$ cat src/alu_pkg.sv
/*
 * Shared definitions for the two-stage RV32 ALU pipeline.
 * Holds the data width, major opcodes, funct7 groups, the operator
 * enum and the shifter control bits passed from decode to execute.
 */

package alu_pkg;

  // Data path width
  localparam int XLEN = 32;

  // Major opcodes handled by the pipeline
  localparam logic [6:0] OPC_OP     = 7'h33;
  localparam logic [6:0] OPC_OP_IMM = 7'h13;

  // funct7 groups
  // Base integer ops
  localparam logic [6:0] F7_BASE   = 7'h00;
  // SUB, SRA and the inverted logic ops
  localparam logic [6:0] F7_ALT    = 7'h20;
  // Zbb min/max
  localparam logic [6:0] F7_MINMAX = 7'h05;
  // Zba shift-and-add
  localparam logic [6:0] F7_SHADD  = 7'h10;
  // Rotates and the unary count/extend group
  localparam logic [6:0] F7_ROT    = 7'h30;
  // BSET and ORC.B
  localparam logic [6:0] F7_BSET   = 7'h14;
  // BCLR and BEXT
  localparam logic [6:0] F7_BCLR   = 7'h24;
  // BINV and REV8
  localparam logic [6:0] F7_BINV   = 7'h34;

  // Operators understood by the execute stage
  typedef enum logic [5:0] {
    // RV32I
    ADD, SUB, AND, OR, XOR,
    SLL, SRL, SRA,
    SLTS, SLTU,
    // Zba
    SH1ADD, SH2ADD, SH3ADD,
    // Zbb counts and min/max
    CLZ, CTZ, CPOP,
    MIN, MINU, MAX, MAXU,
    // Zbb logic, byte and rotate ops
    ANDN, ORN, XNOR,
    ORC_B, REV8,
    ROL, ROR,
    SEXT_B, SEXT_H,
    // Zbs
    BSET, BCLR, BINV, BEXT
  } alu_op_e;

  // Shifter controls
  typedef struct packed {
    // Upper half of the funnel is operand a itself
    logic rotate;
    // Shift right, done as a left rotate by the negated amount
    logic rshift;
    // Fill with the sign bit
    logic arithmetic;
    // Operand forced to 1 so the output is a one-hot bit mask
    logic operand_tieoff;
  } alu_shift_t;

endpackage

$ cat src/alu_ff_one.sv
/*
 * Find-first-one over a 32-bit word.
 * Returns the index of the lowest set bit, plus a flag when no bit is set.
 */

`timescale 1ns/1ps

module alu_ff_one import alu_pkg::*; (
  input  logic [XLEN-1:0] in_i,
  output logic [4:0]      first_one_o,
  output logic            no_ones_o
);

  // Binary tree stored heap style
  // Node k has children 2k+1 and 2k+2, leaves start at XLEN-1
  logic [2*XLEN-2:0] node_vld;
  logic [4:0]        node_idx [2*XLEN-1];

  genvar g;

  // Leaves carry the input bit and its own position
  for (g = 0; g < XLEN; g++) begin : gen_leaf
    assign node_vld[XLEN-1+g] = in_i[g];
    assign node_idx[XLEN-1+g] = 5'(g);
  end

  // Inner nodes
  // Left child covers the lower bit positions, so it wins
  for (g = 0; g < XLEN-1; g++) begin : gen_node
    assign node_vld[g] = node_vld[2*g+1] | node_vld[2*g+2];
    assign node_idx[g] = node_vld[2*g+1] ? node_idx[2*g+1] : node_idx[2*g+2];
  end

  // Root holds the answer
  assign first_one_o = node_idx[0];
  assign no_ones_o   = ~node_vld[0];

endmodule

$ cat src/alu_cpop.sv
/*
 * Population count of a 32-bit word as a pairwise adder tree.
 */

`timescale 1ns/1ps

module alu_cpop import alu_pkg::*; (
  input  logic [XLEN-1:0] operand_i,
  output logic [5:0]      result_o
);

  // Partial sums, one array per tree level
  logic [1:0] sum2  [16];
  logic [2:0] sum4  [8];
  logic [3:0] sum8  [4];
  logic [4:0] sum16 [2];

  genvar g;

  // Bit pairs
  for (g = 0; g < 16; g++) begin : gen_l1
    assign sum2[g] = {1'b0, operand_i[2*g]} + {1'b0, operand_i[2*g+1]};
  end

  for (g = 0; g < 8; g++) begin : gen_l2
    assign sum4[g] = {1'b0, sum2[2*g]} + {1'b0, sum2[2*g+1]};
  end

  for (g = 0; g < 4; g++) begin : gen_l3
    assign sum8[g] = {1'b0, sum4[2*g]} + {1'b0, sum4[2*g+1]};
  end

  for (g = 0; g < 2; g++) begin : gen_l4
    assign sum16[g] = {1'b0, sum8[2*g]} + {1'b0, sum8[2*g+1]};
  end

  // Top adder, up to 32
  assign result_o = {1'b0, sum16[0]} + {1'b0, sum16[1]};

endmodule

$ cat src/alu_decode.sv
/*
 * Decode stage of the ALU pipeline.
 * Maps an RV32 OP / OP-IMM word onto an operator, shifter controls and
 * operands, flags unknown encodings, and registers everything for execute.
 */

`timescale 1ns/1ps

module alu_decode import alu_pkg::*; (
  input  logic             clk,
  input  logic             arst_n_i,
  input  logic             valid_i,
  input  logic [XLEN-1:0]  instr_i,
  input  logic [XLEN-1:0]  rs1_i,
  input  logic [XLEN-1:0]  rs2_i,
  output logic             valid_o,
  output alu_op_e          op_o,
  output alu_shift_t       shift_o,
  output logic [XLEN-1:0]  operand_a_o,
  output logic [XLEN-1:0]  operand_b_o,
  output logic             illegal_o
);

  // Instruction fields
  logic [6:0]      opcode;
  logic [2:0]      funct3;
  logic [6:0]      funct7;
  logic [4:0]      rs2_field;
  logic [XLEN-1:0] imm_i;
  logic [XLEN-1:0] shamt;

  // Next-state values
  alu_op_e         op_d;
  alu_shift_t      shift_d;
  logic            legal_d;
  logic [XLEN-1:0] operand_b_d;

  assign opcode    = instr_i[6:0];
  assign funct3    = instr_i[14:12];
  assign funct7    = instr_i[31:25];
  assign rs2_field = instr_i[24:20];

  // I-type immediate, sign extended
  assign imm_i = {{(XLEN-12){instr_i[31]}}, instr_i[31:20]};
  // Shift-immediate amount sits in the rs2 field
  assign shamt = {{(XLEN-5){1'b0}}, rs2_field};

  //////////////////////////////////////////////////////////////////////
  // Operator decode
  //////////////////////////////////////////////////////////////////////

  always_comb begin
    op_d    = ADD;
    legal_d = 1'b1;
    case (opcode)
      OPC_OP: begin
        // Register-register forms, keyed on funct7 and funct3
        case ({funct7, funct3})
          {F7_BASE,   3'd0}: op_d = ADD;
          {F7_BASE,   3'd1}: op_d = SLL;
          {F7_BASE,   3'd2}: op_d = SLTS;
          {F7_BASE,   3'd3}: op_d = SLTU;
          {F7_BASE,   3'd4}: op_d = XOR;
          {F7_BASE,   3'd5}: op_d = SRL;
          {F7_BASE,   3'd6}: op_d = OR;
          {F7_BASE,   3'd7}: op_d = AND;
          {F7_ALT,    3'd0}: op_d = SUB;
          {F7_ALT,    3'd4}: op_d = XNOR;
          {F7_ALT,    3'd5}: op_d = SRA;
          {F7_ALT,    3'd6}: op_d = ORN;
          {F7_ALT,    3'd7}: op_d = ANDN;
          {F7_MINMAX, 3'd4}: op_d = MIN;
          {F7_MINMAX, 3'd5}: op_d = MINU;
          {F7_MINMAX, 3'd6}: op_d = MAX;
          {F7_MINMAX, 3'd7}: op_d = MAXU;
          {F7_SHADD,  3'd2}: op_d = SH1ADD;
          {F7_SHADD,  3'd4}: op_d = SH2ADD;
          {F7_SHADD,  3'd6}: op_d = SH3ADD;
          {F7_ROT,    3'd1}: op_d = ROL;
          {F7_ROT,    3'd5}: op_d = ROR;
          {F7_BSET,   3'd1}: op_d = BSET;
          {F7_BCLR,   3'd1}: op_d = BCLR;
          {F7_BCLR,   3'd5}: op_d = BEXT;
          {F7_BINV,   3'd1}: op_d = BINV;
          default:           legal_d = 1'b0;
        endcase
      end
      OPC_OP_IMM: begin
        case (funct3)
          3'd0: op_d = ADD;
          3'd2: op_d = SLTS;
          3'd3: op_d = SLTU;
          3'd4: op_d = XOR;
          3'd6: op_d = OR;
          3'd7: op_d = AND;
          3'd1: begin
            case (funct7)
              F7_BASE: op_d = SLL;
              F7_BSET: op_d = BSET;
              F7_BCLR: op_d = BCLR;
              F7_BINV: op_d = BINV;
              F7_ROT: begin
                // Unary Zbb ops, told apart by the rs2 field
                case (rs2_field)
                  5'd0:    op_d = CLZ;
                  5'd1:    op_d = CTZ;
                  5'd2:    op_d = CPOP;
                  5'd4:    op_d = SEXT_B;
                  5'd5:    op_d = SEXT_H;
                  default: legal_d = 1'b0;
                endcase
              end
              default: legal_d = 1'b0;
            endcase
          end
          default: begin
            // funct3 5, right shifts and byte ops
            case (funct7)
              F7_BASE: op_d = SRL;
              F7_ALT:  op_d = SRA;
              F7_ROT:  op_d = ROR;
              F7_BCLR: op_d = BEXT;
              F7_BSET: begin
                op_d    = ORC_B;
                legal_d = (rs2_field == 5'h07);
              end
              F7_BINV: begin
                op_d    = REV8;
                legal_d = (rs2_field == 5'h18);
              end
              default: legal_d = 1'b0;
            endcase
          end
        endcase
      end
      default: legal_d = 1'b0;
    endcase
  end

  // Shifter controls follow from the operator
  always_comb begin
    shift_d                = '0;
    shift_d.rshift         = op_d inside {SRL, SRA, ROR};
    shift_d.arithmetic     = (op_d == SRA);
    shift_d.rotate         = op_d inside {ROL, ROR};
    shift_d.operand_tieoff = op_d inside {BSET, BCLR, BINV, BEXT};
  end

  // Immediate, shamt or rs2 as second operand
  always_comb begin
    operand_b_d = rs2_i;
    if (opcode == OPC_OP_IMM) begin
      operand_b_d = (funct3 == 3'd1 || funct3 == 3'd5) ? shamt : imm_i;
    end
  end

  //////////////////////////////////////////////////////////////////////
  // Stage register
  //////////////////////////////////////////////////////////////////////

  always_ff @(posedge clk or negedge arst_n_i) begin
    if (!arst_n_i) begin
      valid_o   <= 1'b0;
      illegal_o <= 1'b0;
      op_o      <= ADD;
      shift_o   <= '0;
    end else begin
      // Exactly one of the two flags for an accepted word
      valid_o   <= valid_i & legal_d;
      illegal_o <= valid_i & ~legal_d;
      if (valid_i) begin
        op_o    <= op_d;
        shift_o <= shift_d;
      end
    end
  end

  // Operand payload
  always_ff @(posedge clk) begin
    if (valid_i) begin
      operand_a_o <= rs1_i;
      operand_b_o <= operand_b_d;
    end
  end

endmodule

$ cat src/alu_exec.sv
/*
 * Execute stage of the ALU pipeline.
 * Computes the result for the decoded operator and registers it along
 * with the valid and illegal flags.
 */

`timescale 1ns/1ps

module alu_exec import alu_pkg::*; (
  input  logic             clk,
  input  logic             arst_n_i,
  input  logic             valid_i,
  input  alu_op_e          op_i,
  input  alu_shift_t       shift_i,
  input  logic [XLEN-1:0]  operand_a_i,
  input  logic [XLEN-1:0]  operand_b_i,
  input  logic             illegal_i,
  output logic             valid_o,
  output logic [XLEN-1:0]  result_o,
  output logic             illegal_o
);

  //////////////////////////////////////////////////////////////////////
  // Adder, shared by ADD, SUB and the Zba shift-and-add ops
  //////////////////////////////////////////////////////////////////////

  logic            adder_negate;
  logic [XLEN-1:0] adder_op_a;
  logic [XLEN-1:0] adder_op_b;
  logic [XLEN:0]   adder_sum;
  logic [XLEN-1:0] adder_result;

  assign adder_negate = (op_i == SUB);
  assign adder_op_b   = adder_negate ? ~operand_b_i : operand_b_i;

  // Pre-scaled first operand for SHxADD
  always_comb begin
    case (op_i)
      SH1ADD:  adder_op_a = operand_a_i << 1;
      SH2ADD:  adder_op_a = operand_a_i << 2;
      SH3ADD:  adder_op_a = operand_a_i << 3;
      default: adder_op_a = operand_a_i;
    endcase
  end

  // Extra low bit carries the +1 of two's complement
  assign adder_sum    = {adder_op_a, 1'b1} + {adder_op_b, adder_negate};
  assign adder_result = adder_sum[XLEN:1];

  //////////////////////////////////////////////////////////////////////
  // Funnel shifter, a 64-bit left rotator
  //////////////////////////////////////////////////////////////////////

  logic [5:0]        shamt;
  logic [XLEN-1:0]   shift_lo;
  logic [XLEN-1:0]   shift_hi;
  logic [2*XLEN-1:0] shift_tmp;
  logic [XLEN-1:0]   shift_result;

  always_comb begin
    // Only the low five bits of the amount count
    shamt = {1'b0, operand_b_i[4:0]};
    // Right by n is left by 64-n, the 6-bit wrap does the rest
    if (shift_i.rshift) begin
      shamt = -shamt;
    end
    // Lower half is the data, or a single one for the bit mask
    shift_lo = shift_i.operand_tieoff ? XLEN'(1) : operand_a_i;
    // Upper half feeds the vacated bits
    if (shift_i.operand_tieoff) begin
      shift_hi = '0;
    end else if (shift_i.rotate) begin
      shift_hi = operand_a_i;
    end else if (shift_i.arithmetic) begin
      shift_hi = {XLEN{operand_a_i[XLEN-1]}};
    end else begin
      shift_hi = '0;
    end
  end

  // Log stages, 32 down to 1
  always_comb begin
    shift_tmp = {shift_hi, shift_lo};
    for (int s = 5; s >= 0; s--) begin
      if (shamt[s]) begin
        shift_tmp = (shift_tmp << (1 << s)) | (shift_tmp >> (2*XLEN - (1 << s)));
      end
    end
  end

  assign shift_result = shift_tmp[XLEN-1:0];

  //////////////////////////////////////////////////////////////////////
  // Compare, bit counts and Zbs
  //////////////////////////////////////////////////////////////////////

  logic            cmp_signed;
  logic            a_lt_b;
  logic [XLEN-1:0] operand_a_rev;
  logic [XLEN-1:0] ff_in;
  logic [4:0]      ff_index;
  logic            ff_none;
  logic [5:0]      zero_count;
  logic [5:0]      cpop_count;

  // One compare serves SLT, SLTU and all of min/max
  assign cmp_signed = op_i inside {SLTS, MIN, MAX};
  assign a_lt_b = $signed({operand_a_i[XLEN-1] & cmp_signed, operand_a_i}) <
                  $signed({operand_b_i[XLEN-1] & cmp_signed, operand_b_i});

  always_comb begin
    for (int i = 0; i < XLEN; i++) begin
      operand_a_rev[i] = operand_a_i[XLEN-1-i];
    end
  end

  // Leading zeros are trailing zeros of the reversed word
  assign ff_in = (op_i == CTZ) ? operand_a_i : operand_a_rev;

  alu_ff_one u_ff_one (
    .in_i        (ff_in),
    .first_one_o (ff_index),
    .no_ones_o   (ff_none)
  );

  // All zero gives 32
  assign zero_count = ff_none ? 6'd32 : {1'b0, ff_index};

  alu_cpop u_cpop (
    .operand_i (operand_a_i),
    .result_o  (cpop_count)
  );

  //////////////////////////////////////////////////////////////////////
  // Result mux and output register
  //////////////////////////////////////////////////////////////////////

  logic [XLEN-1:0] result_d;

  always_comb begin
    case (op_i)
      AND:            result_d = operand_a_i & operand_b_i;
      OR:             result_d = operand_a_i | operand_b_i;
      XOR:            result_d = operand_a_i ^ operand_b_i;
      ANDN:           result_d = operand_a_i & ~operand_b_i;
      ORN:            result_d = operand_a_i | ~operand_b_i;
      XNOR:           result_d = ~(operand_a_i ^ operand_b_i);
      SLL, SRL, SRA,
      ROL, ROR:       result_d = shift_result;
      SLTS, SLTU:     result_d = {{(XLEN-1){1'b0}}, a_lt_b};
      MIN, MINU:      result_d = a_lt_b ? operand_a_i : operand_b_i;
      MAX, MAXU:      result_d = a_lt_b ? operand_b_i : operand_a_i;
      CLZ, CTZ:       result_d = {{(XLEN-6){1'b0}}, zero_count};
      CPOP:           result_d = {{(XLEN-6){1'b0}}, cpop_count};
      // Each byte becomes all ones if any bit in it is set
      ORC_B:          result_d = {{8{|operand_a_i[31:24]}}, {8{|operand_a_i[23:16]}},
                                  {8{|operand_a_i[15:8]}},  {8{|operand_a_i[7:0]}}};
      REV8:           result_d = {operand_a_i[7:0],   operand_a_i[15:8],
                                  operand_a_i[23:16], operand_a_i[31:24]};
      SEXT_B:         result_d = {{(XLEN-8){operand_a_i[7]}}, operand_a_i[7:0]};
      SEXT_H:         result_d = {{(XLEN-16){operand_a_i[15]}}, operand_a_i[15:0]};
      // Shifter output is the one-hot mask here
      BSET:           result_d = operand_a_i | shift_result;
      BCLR:           result_d = operand_a_i & ~shift_result;
      BINV:           result_d = operand_a_i ^ shift_result;
      BEXT:           result_d = {{(XLEN-1){1'b0}}, |(operand_a_i & shift_result)};
      // ADD, SUB and SHxADD
      default:        result_d = adder_result;
    endcase
  end

  always_ff @(posedge clk or negedge arst_n_i) begin
    if (!arst_n_i) begin
      valid_o   <= 1'b0;
      illegal_o <= 1'b0;
      result_o  <= '0;
    end else begin
      valid_o   <= valid_i;
      illegal_o <= illegal_i;
      // Result holds between valid pulses
      if (valid_i) begin
        result_o <= result_d;
      end
    end
  end

endmodule

$ cat src/alu_pipe.sv
/*
 * Top of the two-stage RV32 ALU pipeline.
 * An accepted instruction gives its result or illegal pulse two cycles later.
 */

`timescale 1ns/1ps

module alu_pipe import alu_pkg::*; (
  input  logic             clk,
  input  logic             arst_n_i,
  input  logic             instr_valid_i,
  input  logic [XLEN-1:0]  instr_i,
  input  logic [XLEN-1:0]  rs1_i,
  input  logic [XLEN-1:0]  rs2_i,
  output logic             result_valid_o,
  output logic [XLEN-1:0]  result_o,
  output logic             illegal_o
);

  // Decode to execute
  logic            dec_valid;
  alu_op_e         dec_op;
  alu_shift_t      dec_shift;
  logic [XLEN-1:0] dec_operand_a;
  logic [XLEN-1:0] dec_operand_b;
  logic            dec_illegal;

  // Stage one
  alu_decode u_decode (
    .clk         (clk),
    .arst_n_i    (arst_n_i),
    .valid_i     (instr_valid_i),
    .instr_i     (instr_i),
    .rs1_i       (rs1_i),
    .rs2_i       (rs2_i),
    .valid_o     (dec_valid),
    .op_o        (dec_op),
    .shift_o     (dec_shift),
    .operand_a_o (dec_operand_a),
    .operand_b_o (dec_operand_b),
    .illegal_o   (dec_illegal)
  );

  // Stage two
  alu_exec u_exec (
    .clk         (clk),
    .arst_n_i    (arst_n_i),
    .valid_i     (dec_valid),
    .op_i        (dec_op),
    .shift_i     (dec_shift),
    .operand_a_i (dec_operand_a),
    .operand_b_i (dec_operand_b),
    .illegal_i   (dec_illegal),
    .valid_o     (result_valid_o),
    .result_o    (result_o),
    .illegal_o   (illegal_o)
  );

endmodule

$ cat config.mk
export PLATFORM = sky130hd
export DESIGN_NAME = alu_pipe
export DESIGN_NICKNAME = d
export VERILOG_FILES = /design/src/alu_pkg.sv /design/src/alu_ff_one.sv /design/src/alu_cpop.sv /design/src/alu_decode.sv /design/src/alu_exec.sv /design/src/alu_pipe.sv
export SDC_FILE = /design/constraint.sdc
export NUM_CORES = 1
export LEC_CHECK = 0
export BUFFER_PORTS_ARGS = -buffer_cell sky130_fd_sc_hd__buf_2
export CAP_MARGIN = 20
export CORE_MARGIN = 2
export CORE_UTILIZATION = 38
export CTS_CLUSTER_SIZE = 25
export DETAILED_ROUTE_END_ITERATION = 8
export PLACE_DENSITY = 0.5
export SYNTH_ARGS = -nofsm -noshare
export SYNTH_HDL_FRONTEND = slang
export SYNTH_HIERARCHICAL = 1
export SYNTH_SLANG_ARGS = --single-unit
$ cat constraint.sdc
create_clock -name clk -period 12.2 [get_ports clk]
set_clock_uncertainty 0.2 [all_clocks]
set_input_delay 2.44 -clock clk [delete_from_list [all_inputs] [get_ports clk]]
set_output_delay 2.44 -clock clk [all_outputs]
set_load 0.05 [all_outputs]
==> metrics.yaml, run 1 <==
status:
  outcome: "finished, final reports clean"
setup_path:
  worstSetupStartpointType: "flop"
  path_max_fanout: 48
  crit_chain: "buf_4 -> inv_1 -> buf_4 -> ha_1 -> nor3b_2 -> o211a_1 -> buf_4 -> mux2i_1 -> o221a_1 -> nor3_1 -> mux2i_1 -> a21oi_1 -> mux2i_1 -> ha_1 -> nor4_1 -> nand4_1 -> nor2_1 -> o21ai_0 -> a21oi_1 -> nand3_1 -> or4_1 -> a2111oi_2 -> a31oi_1"
  end_kind: "flop"
  criticalPathCategory: "reg -> reg"
  reg2reg_slack_ps: 5100
  critPathSlowestCell: "a21oi_1"
  cp.arrival_ps: 7200
  cp.required_ps: 12300
  max_stage_delay_ps: 680
timing:
  layout_min_cycle_time_ps: 7100
  setup_viol: 0
  setup_ws_ps: 5100
  fin_setup_tns_ps: 0
  tightestPinTransition_ps: 1200
  drv_slew: 0
  hold_violations: 0
  period_share_pct: 58.2
  rsz0062_at_grt: "no"
  fmax_mhz: 141
  slew_headroom_pct: 20.0
synth:
  synth_simple_gate_area_share_pct: 22.1
  synth_compound_area_share_pct: 32.9
  syn_avg_cell_area_sq_um: 7.42
  synth_ff_type: "edfxtp_1"
  synthCells: 2524
  async_reset_ff_share_pct: 41.8
  synthXorXnorAreaFrac_pct: 3.62
  yosys.area.top_type_share_pct: 10.3
  synthTopCellsByArea: "edfxtp_1 (10%), ha_1 (6.9%), dfrtp_1 (6.1%)"
  synth-seq-area-share_pct: 16.4
  syn_area_sq_um: 18700
  synth_nets: 2750
  ys_seq_elements: 110
  synth_top_family_by_area: "compound AO/OA/AOI/OAI gates"
  synth_commonest_cells: "nand2_1 (298), nor2_1 (246), a21oi_1 (198), clkbuf_1 (160), o21ai_0 (157)"
  synth.most_common_cell: "nand2_1"
  yosysWarnings: 6
  synth_top_area_cell: "edfxtp_1"
  synth_adder_area_share_pct: 9.45
  synth_edf_count: 64
  muxShareOfSynthArea_pct: 8.69
  synth_cell_types: 123
die:
  row_count: 81
  io_pins: 133
  die_h_microns: 226
  die_area_sq_um: 51100
  design.core.area_sq_um: 48700
  initial_core_util_pct: 38.4
  fp.dieW_microns: 226
global_route:
  grt_max_degree: 79
  grt_pass1_vias: 20400
  antenna_found_initial: 2
  grt-ovfl-total: 0
  grt_pass1_wl_mm: 137
  grt.total_usage_pct: 36.3
detailed_routing:
  firstDrtPassIters: 8
  wl_per_cell_microns: 29.3
  drtIter0Drc: 2770
  wirelength_mm: 93.5
  ant_nets: 0
  num_vias: 21700
  drc_errors: 0
  drt-vias-per-instance: 6.79
clock_network:
  clk_latency_ps: 410
  cts_max_level: 3
  cts_resized: 0
  cts_setup_buffers: 0
  cts.sinks: 110
  ctsHoldBuffers: 0
  cts_buffers: 9
  path_clk_slew_ps: 100
  cts_root_buf: "clkbuf_16"
  clk_path_buf_depth: 2
  cts_tree: "built"
flow_run:
  drv_cap: 0
power:
  intPower_mw: 1.12
  p_seq_share_pct: 20.4
  power_density_nw_per_um2: 118
  ir_worst_vdd_uv: 147
  p_sw_share_pct: 52.8
  clockPowerShare_pct: 13.4
  pwr-share-comb_pct: 66.2
  total_leakage_power_nw: 7.96
  p_sw_mw: 1.26
placed_design:
  routabilityCongestion: 0.985
  pre_cts_ws_ps: 5270
  dp_hpwl_mm: 65.9
  port_buffers: 122
cells_and_area:
  drive_gt1_share_pct: 13.9
  nFillCells: 5059
  num-nets-final: 2747
  multi_input_area_sq_um: 14400
  syn2layout_area_growth_pct: 7.97
  register_area_sq_um: 3080
worst_hold_path:
  hold_class: "reg -> reg"
layer usage:
metal	wire length (microns)	GRT usage, %	vias up
met2	40000	54.7	1405
met5	0	0	-
li1	-	-	9529
met3	10600	8.39	228
met1	38600	49.2	10500
met4	4350	16.6	0
worst max-delay path: cells and delay by family, from the launching register on:
kind / cells / cell delay [ps]
flip-flops: 1 / 360
adder cells (fa/ha/maj): 2 / 530
multiplexers: 3 / 720
buffers and inverters: 4 / 1120
AO/OA/AOI/OAI: 7 / 1830
AND/OR/NAND/NOR: 7 / 2180
cell families (layout without fill, tap and decap cells):
kind of cell,after synthesis,after routing
AOI/OAI and AO/OA,879,879
and+or+nand+nor,867,867
buffers and inverters,313,315
muxes,154,154
adders and majority gates,127,127
DFF,110,110
xor gates and xnor gates,74,74
other,0,1
path summary, 6_finish.rpt:
check,startpoint,end,cells after the start
hold reg to reg,u_decode/illegal_o$_DFF_PN0_,u_exec/illegal_o$_DFF_PN0_,0
max in group asynchronous,arst_n_i,u_decode/valid_o$_DFF_PN0_,2
setup reg to reg,u_decode/operand_b_o[0]$_DFFE_PP_,u_exec/result_o[0]$_DFFE_PN0P_,23
min in group asynchronous,arst_n_i,u_exec/result_o[31]$_DFFE_PN0P_,2
hold / removal,u_decode/illegal_o$_DFF_PN0_,u_exec/illegal_o$_DFF_PN0_,0
setup / recovery,u_decode/operand_b_o[0]$_DFFE_PP_,u_exec/result_o[0]$_DFFE_PN0P_,23
power by group through the flow:
| stage | Combinational, mW | Sequential [mW] | Clock [mW] |
|---|---|---|---|
| finish | 1.57 | 0.486 | 0.319 |
| global route | 1.69 | 0.489 | 0.337 |
| CTS | 1.52 | 0.483 | 0.326 |
| detailed placement | 1.52 | 0.492 | 0 |
| global placement | 1.51 | 0.491 | 0 |
| floorplan | 0.965 | 0.541 | 0 |
flip-flops by register name, indices dropped and copies added, names as in the netlist:
name and count:
u_decode/valid_o 1, u_exec/illegal_o 1, u_decode/shift_o 4, u_exec/result_o 32, u_decode/illegal_o 1, u_exec/valid_o 1, u_decode/op_o 6, u_decode/operand_a_o 32
u_decode/operand_b_o 32
cells in the final DEF (no fill, tap or decap), drive strengths merged, types with 20 or more instances in the layout:
master | Yosys | routed
mux2i | 98 | 98
nand4 | 34 | 34
o21ai | 171 | 171
nor4 | 33 | 33
nor2 | 250 | 250
dfrtp | 46 | 46
inv | 90 | 91
a21oi | 203 | 203
buf | 57 | 207
fa | 24 | 24
a221o | 41 | 41
o22ai | 39 | 39
edfxtp | 64 | 64
a31oi | 32 | 32
o211ai | 40 | 40
a22oi | 20 | 20
xnor2 | 57 | 57
a221oi | 48 | 48
a211oi | 31 | 31
nand3 | 64 | 64
nor3 | 33 | 33
nand2 | 298 | 298
nand2b | 21 | 21
nor2b | 32 | 32
ha | 103 | 103
mux2 | 55 | 55
a21o | 42 | 42
metrics by stage:
stage          total power, mW  hold WS [ps]  cell area, sq um  cells  util, %
3_5_place_dp              2.01           142             19900   3174     40.9
6_report                  2.38           155             20200   3191     41.5
5_1_grt                   2.51           166             20200   3190     41.5
4_1_cts                   2.33           158             20200   3190     41.5
3_3_place_gp              2.00           142             19900   3173     40.9
2_1_floorplan             1.51           131             18700   2524        -
area by class of cell:
cell class	count	share of cell area [%]
diodes	1	0.0124
flip-flops and latches	110	15.2
repair buffers	207	6.21
clock inverters	6	0.291
clock buffers	10	1.13
inverters	92	1.71
well taps	664	4.11
multi-input cells	2101	71.3
(Power assumes the default switching activity.)
==> run 2: changes to the inputs <==
--- a/config.mk
+++ b/config.mk
@@ -5,13 +5,14 @@
 export SDC_FILE = /design/constraint.sdc
 export NUM_CORES = 1
 export LEC_CHECK = 0
+export ABC_AREA = 1
 export BUFFER_PORTS_ARGS = -buffer_cell sky130_fd_sc_hd__buf_2
 export CAP_MARGIN = 20
 export CORE_MARGIN = 2
 export CORE_UTILIZATION = 38
 export CTS_CLUSTER_SIZE = 25
 export DETAILED_ROUTE_END_ITERATION = 8
-export PLACE_DENSITY = 0.5
+export PLACE_DENSITY = 0.52
 export SYNTH_ARGS = -nofsm -noshare
 export SYNTH_HDL_FRONTEND = slang
 export SYNTH_HIERARCHICAL = 1
==> constraint.sdc (replaced) <==
create_clock -name clk -period 5.7 [get_ports clk]
set_clock_uncertainty 0.2 [all_clocks]
set_input_delay 1.14 -clock clk [delete_from_list [all_inputs] [get_ports clk]]
set_output_delay 1.14 -clock clk [all_outputs]
set_load 0.05 [all_outputs]
==> metrics.yaml, run 2 <==
status:
  outcome: "finished, final reports clean"
die:
  die_area_sq_um: 53600  # +4.9%
  row_count: 83  # +2.5%
  fp.dieW_microns: 231  # +2.4%
  initial_core_util_pct: 38.4  # about the same
  design.core.area_sq_um: 51200  # +5.0%
  io_pins: 133  # unchanged
  die_h_microns: 231  # +2.4%
cells_and_area:
  layout.cells.non_filler: 4170  # +31%
  nFillCells: 5711  # +13%
  final_common_cell: "nand2_1"
  syn2layout_area_growth_pct: 9.83
  num-nets-final: 3709  # +35%
  drive_gt1_share_pct: 11.7  # -2.2 points
  final_util_pct: 42.2  # +0.69 points
  top_regs: "u_decode/operand_a_o: 32 flops, u_decode/operand_b_o: 32 flops, u_exec/result_o: 32 flops"
  mostFrequentLayoutCells: "nand2_1 (1031), nand3_1 (497), inv_1 (323), nor2_1 (252), o21ai_0 (237)"
detailed_routing:
  num_vias: 25000  # +15%
  wl_per_cell_microns: 25.5  # -13%
  drtIter0Drc: 2877  # +3.9%
  ant_nets: 0  # unchanged
  wirelength_mm: 106  # +14%
  drc_errors: 0  # unchanged
  drt-vias-per-instance: 5.99  # -12%
  firstDrtPassIters: 8  # unchanged
clock_network:
  cts_tree: "built"
  cts_buffers: 9  # unchanged
  ctsHoldBuffers: 0  # unchanged
  cts_max_level: 3  # unchanged
  clk_path_buf_depth: 2  # unchanged
  cts.sinks: 110  # unchanged
  clk_latency_ps: 420  # about the same
  path_clk_slew_ps: 100  # about the same
  cts_root_buf: "clkbuf_16"
global_route:
  grt_pass1_wl_mm: 153  # +12%
  grt-ovfl-total: 0  # unchanged
  grt_pass1_vias: 23200  # +14%
  grt.total_usage_pct: 39.0  # +2.7 points
  grt_max_degree: 65  # -18%
  grt_use_met3_pct: 12.1  # +3.7 points
  antenna_found_initial: 6  # +4
  use_met2_pct: 59.1  # +4.4 points
  top_usage_layer: "met2"
  grtUsageMet1_pct: 48.4  # -0.73 points
setup_path:
  critPathMostFrequentCell: "fa_2"
  cp.required_ps: 5830  # -6470 ps
  worstSetupStartpointType: "flop"
  path_max_fanout: 2  # -96%
  end_kind: "flop"
  cp.arrival_ps: 5830  # -1370 ps
  max_stage_delay_ps: 570  # -110 ps
  crit_chain: "inv_2 -> fa_1 -> inv_2 -> fa_2 -> fa_2 -> fa_2 -> fa_1 -> inv_1 -> fa_1 -> inv_1 -> ha_2 -> inv_2 -> fa_2 -> buf_4 -> buf_6 -> xnor2_2 -> a221oi_2 -> nand3_1 -> nor2_2 -> nand2_1 -> inv_1 -> nand3_2 -> o21bai_1 -> nand2_1"
  critPathSlowestCell: "fa_1"
  worst-path-buf-inv: 8  # +4
  critPathLaunch: "u_decode/operand_a_o[11]$_DFFE_PP_"
  rr_startpoint: "u_decode/operand_a_o[11]$_DFFE_PP_"
  criticalPathCategory: "reg -> reg"
  critPathTopFamily: "adder cells"
placed_design:
  port_buffers: 122  # unchanged
  placed_cells: 4150  # +31%
  dp_hpwl_mm: 82.1  # +25%
  routabilityCongestion: 1.08  # +9.4%
synth:
  yosysWarnings: 6  # unchanged
  synth_edf_count: 64  # unchanged
  synthTopCellsByArea: "nand2_1 (20%), nand3_1 (13%), edfxtp_1 (9.8%)"
  ys_seq_elements: 110  # unchanged
  yosys.area.top_type_share_pct: 19.7  # +9.4 points
  synth-seq-area-share_pct: 15.6  # -0.78 points
  synth_top_area_cell: "nand2_1"
  synth.most_common_cell: "nand2_1"
  syn_avg_cell_area_sq_um: 5.75  # -23%
  synth_ff_type: "edfxtp_1"
  synthCells: 3420  # +35%
  syn_area_sq_um: 19700  # +5.0%
  async_reset_ff_share_pct: 41.8  # unchanged
  synth_commonest_cells: "nand2_1 (1032), nand3_1 (501), inv_1 (329), nor2_1 (256), o21ai_0 (238)"
  synth_cell_types: 60  # -51%
  synth_nets: 3646  # +33%
power:
  power_density_nw_per_um2: 272  # +130%
  total_leakage_power_nw: 10.9  # +36%
  ir_worst_vdd_uv: 415  # +180%
timing:
  layout_min_cycle_time_ps: 5700  # -1400 ps
  setup_viol: 0  # unchanged
  rsz0062_at_grt: "yes"
  slew_headroom_pct: 15.1  # -4.8 points
  drv_slew: 0  # unchanged
  fin_hold_ws_ps: 154  # -0.961 ps
  tightestPinTransition_ps: 1260  # +62.9 ps
  hold_violations: 0  # unchanged
  fmax_mhz: 175  # +25%
  period_share_pct: 100  # +42 points
worst_hold_path:
  min_from: "u_decode/illegal_o$_DFF_PN0_"
  hold_class: "reg -> reg"
flow_run:
  drv_cap: 0  # unchanged
[run 2: cells by family (layout without fill, tap and decap cells)]
| group | Yosys count | in the layout | share of synthesized area (%) |
|---|---|---|---|
| buf+inv | 552 | 620 | 11.7 |
| flops | 110 | 110 | 15.6 |
| other cells | 0 | 2 | 0 |
| xor+xnor | 52 | 52 | 2.41 |
| fa+ha+maj | 127 | 127 | 9.00 |
| simple gates | 1974 | 1974 | 43.8 |
| compound gates | 605 | 605 | 17.5 |
[run 2: through the flow]
stage / cell area (sq um) / setup slack, ps / setup TNS, ps / total power, mW
after floorplan: 19700 / 356 / 0 / 3.45
after global placement: 21100 / -194 / -231 / 4.62
after detailed placement: 21100 / -174 / -223 / 4.62
after CTS: 21500 / -0.288 / -0.288 / 5.45
after global routing: 21600 / -208 / -427 / 6.26
final: 21600 / 0.557 / 0 / 5.88
[run 2: what timing repair did]
item,in CTS,in global routing
gates resized for setup,10,22
endpoints found under the hold margin,0,0
gates cloned,0,0
pin swaps,11,19
endpoints found under the setup margin,2,5
buffers inserted,0,2
[run 2: area by class of cell]
cell class,instances,area (sq um),share of cell area [%]
clock inverters,7,92.6,0.429
clock buffers,9,225,1.04
multi-input cells,2758,14400,66.9
well taps,680,851,3.94
inverters,371,1400,6.47
flip-flops and latches,110,3070,14.2
diodes,2,5.00,0.0232
repair buffers,233,1500,6.95
[run 2: final timing paths]
check / endpoint / slack (ps) / depth (start not counted)
max: u_exec/result_o[2]$_DFFE_PN0P_ / 0.6 / 24
min: u_exec/illegal_o$_DFF_PN0_ / 150 / 0
max reg2reg: u_exec/result_o[2]$_DFFE_PN0P_ / 0.6 / 24
min reg2reg: u_exec/illegal_o$_DFF_PN0_ / 150 / 0
max in group asynchronous: u_decode/op_o[1]$_DFFE_PN0P_ / 4090 / 2
min in group asynchronous: u_exec/result_o[15]$_DFFE_PN0P_ / 660 / 2
[run 2: layer usage]
layer,up-vias,share of wire (%)
li1,11500,-
met1,11600,40
met2,1482,42
met3,339,11
met4,4,6.5
met5,-,0.031
[run 2: worst reg2reg max path, delay by kind of cell (launching register included)]
family          cells  cell delay [ps]
compound gates      2              390
flops               1              370
buf+inv             8              610
simple gates        5              470
fa+ha+maj           8             3450
xor+xnor            1              130
[run 2: power breakdown]
| part | switching, mW | leakage [nW] | total (mW) | internal [mW] |
|---|---|---|---|---|
| Sequential | 0.0960 | 1.24 | 1.01 | 0.918 |
| Combinational | 2.68 | 9.45 | 4.13 | 1.44 |
| Clock | 0.385 | 0.154 | 0.737 | 0.352 |
| Total | 3.17 | 10.9 | 5.88 | 2.71 |
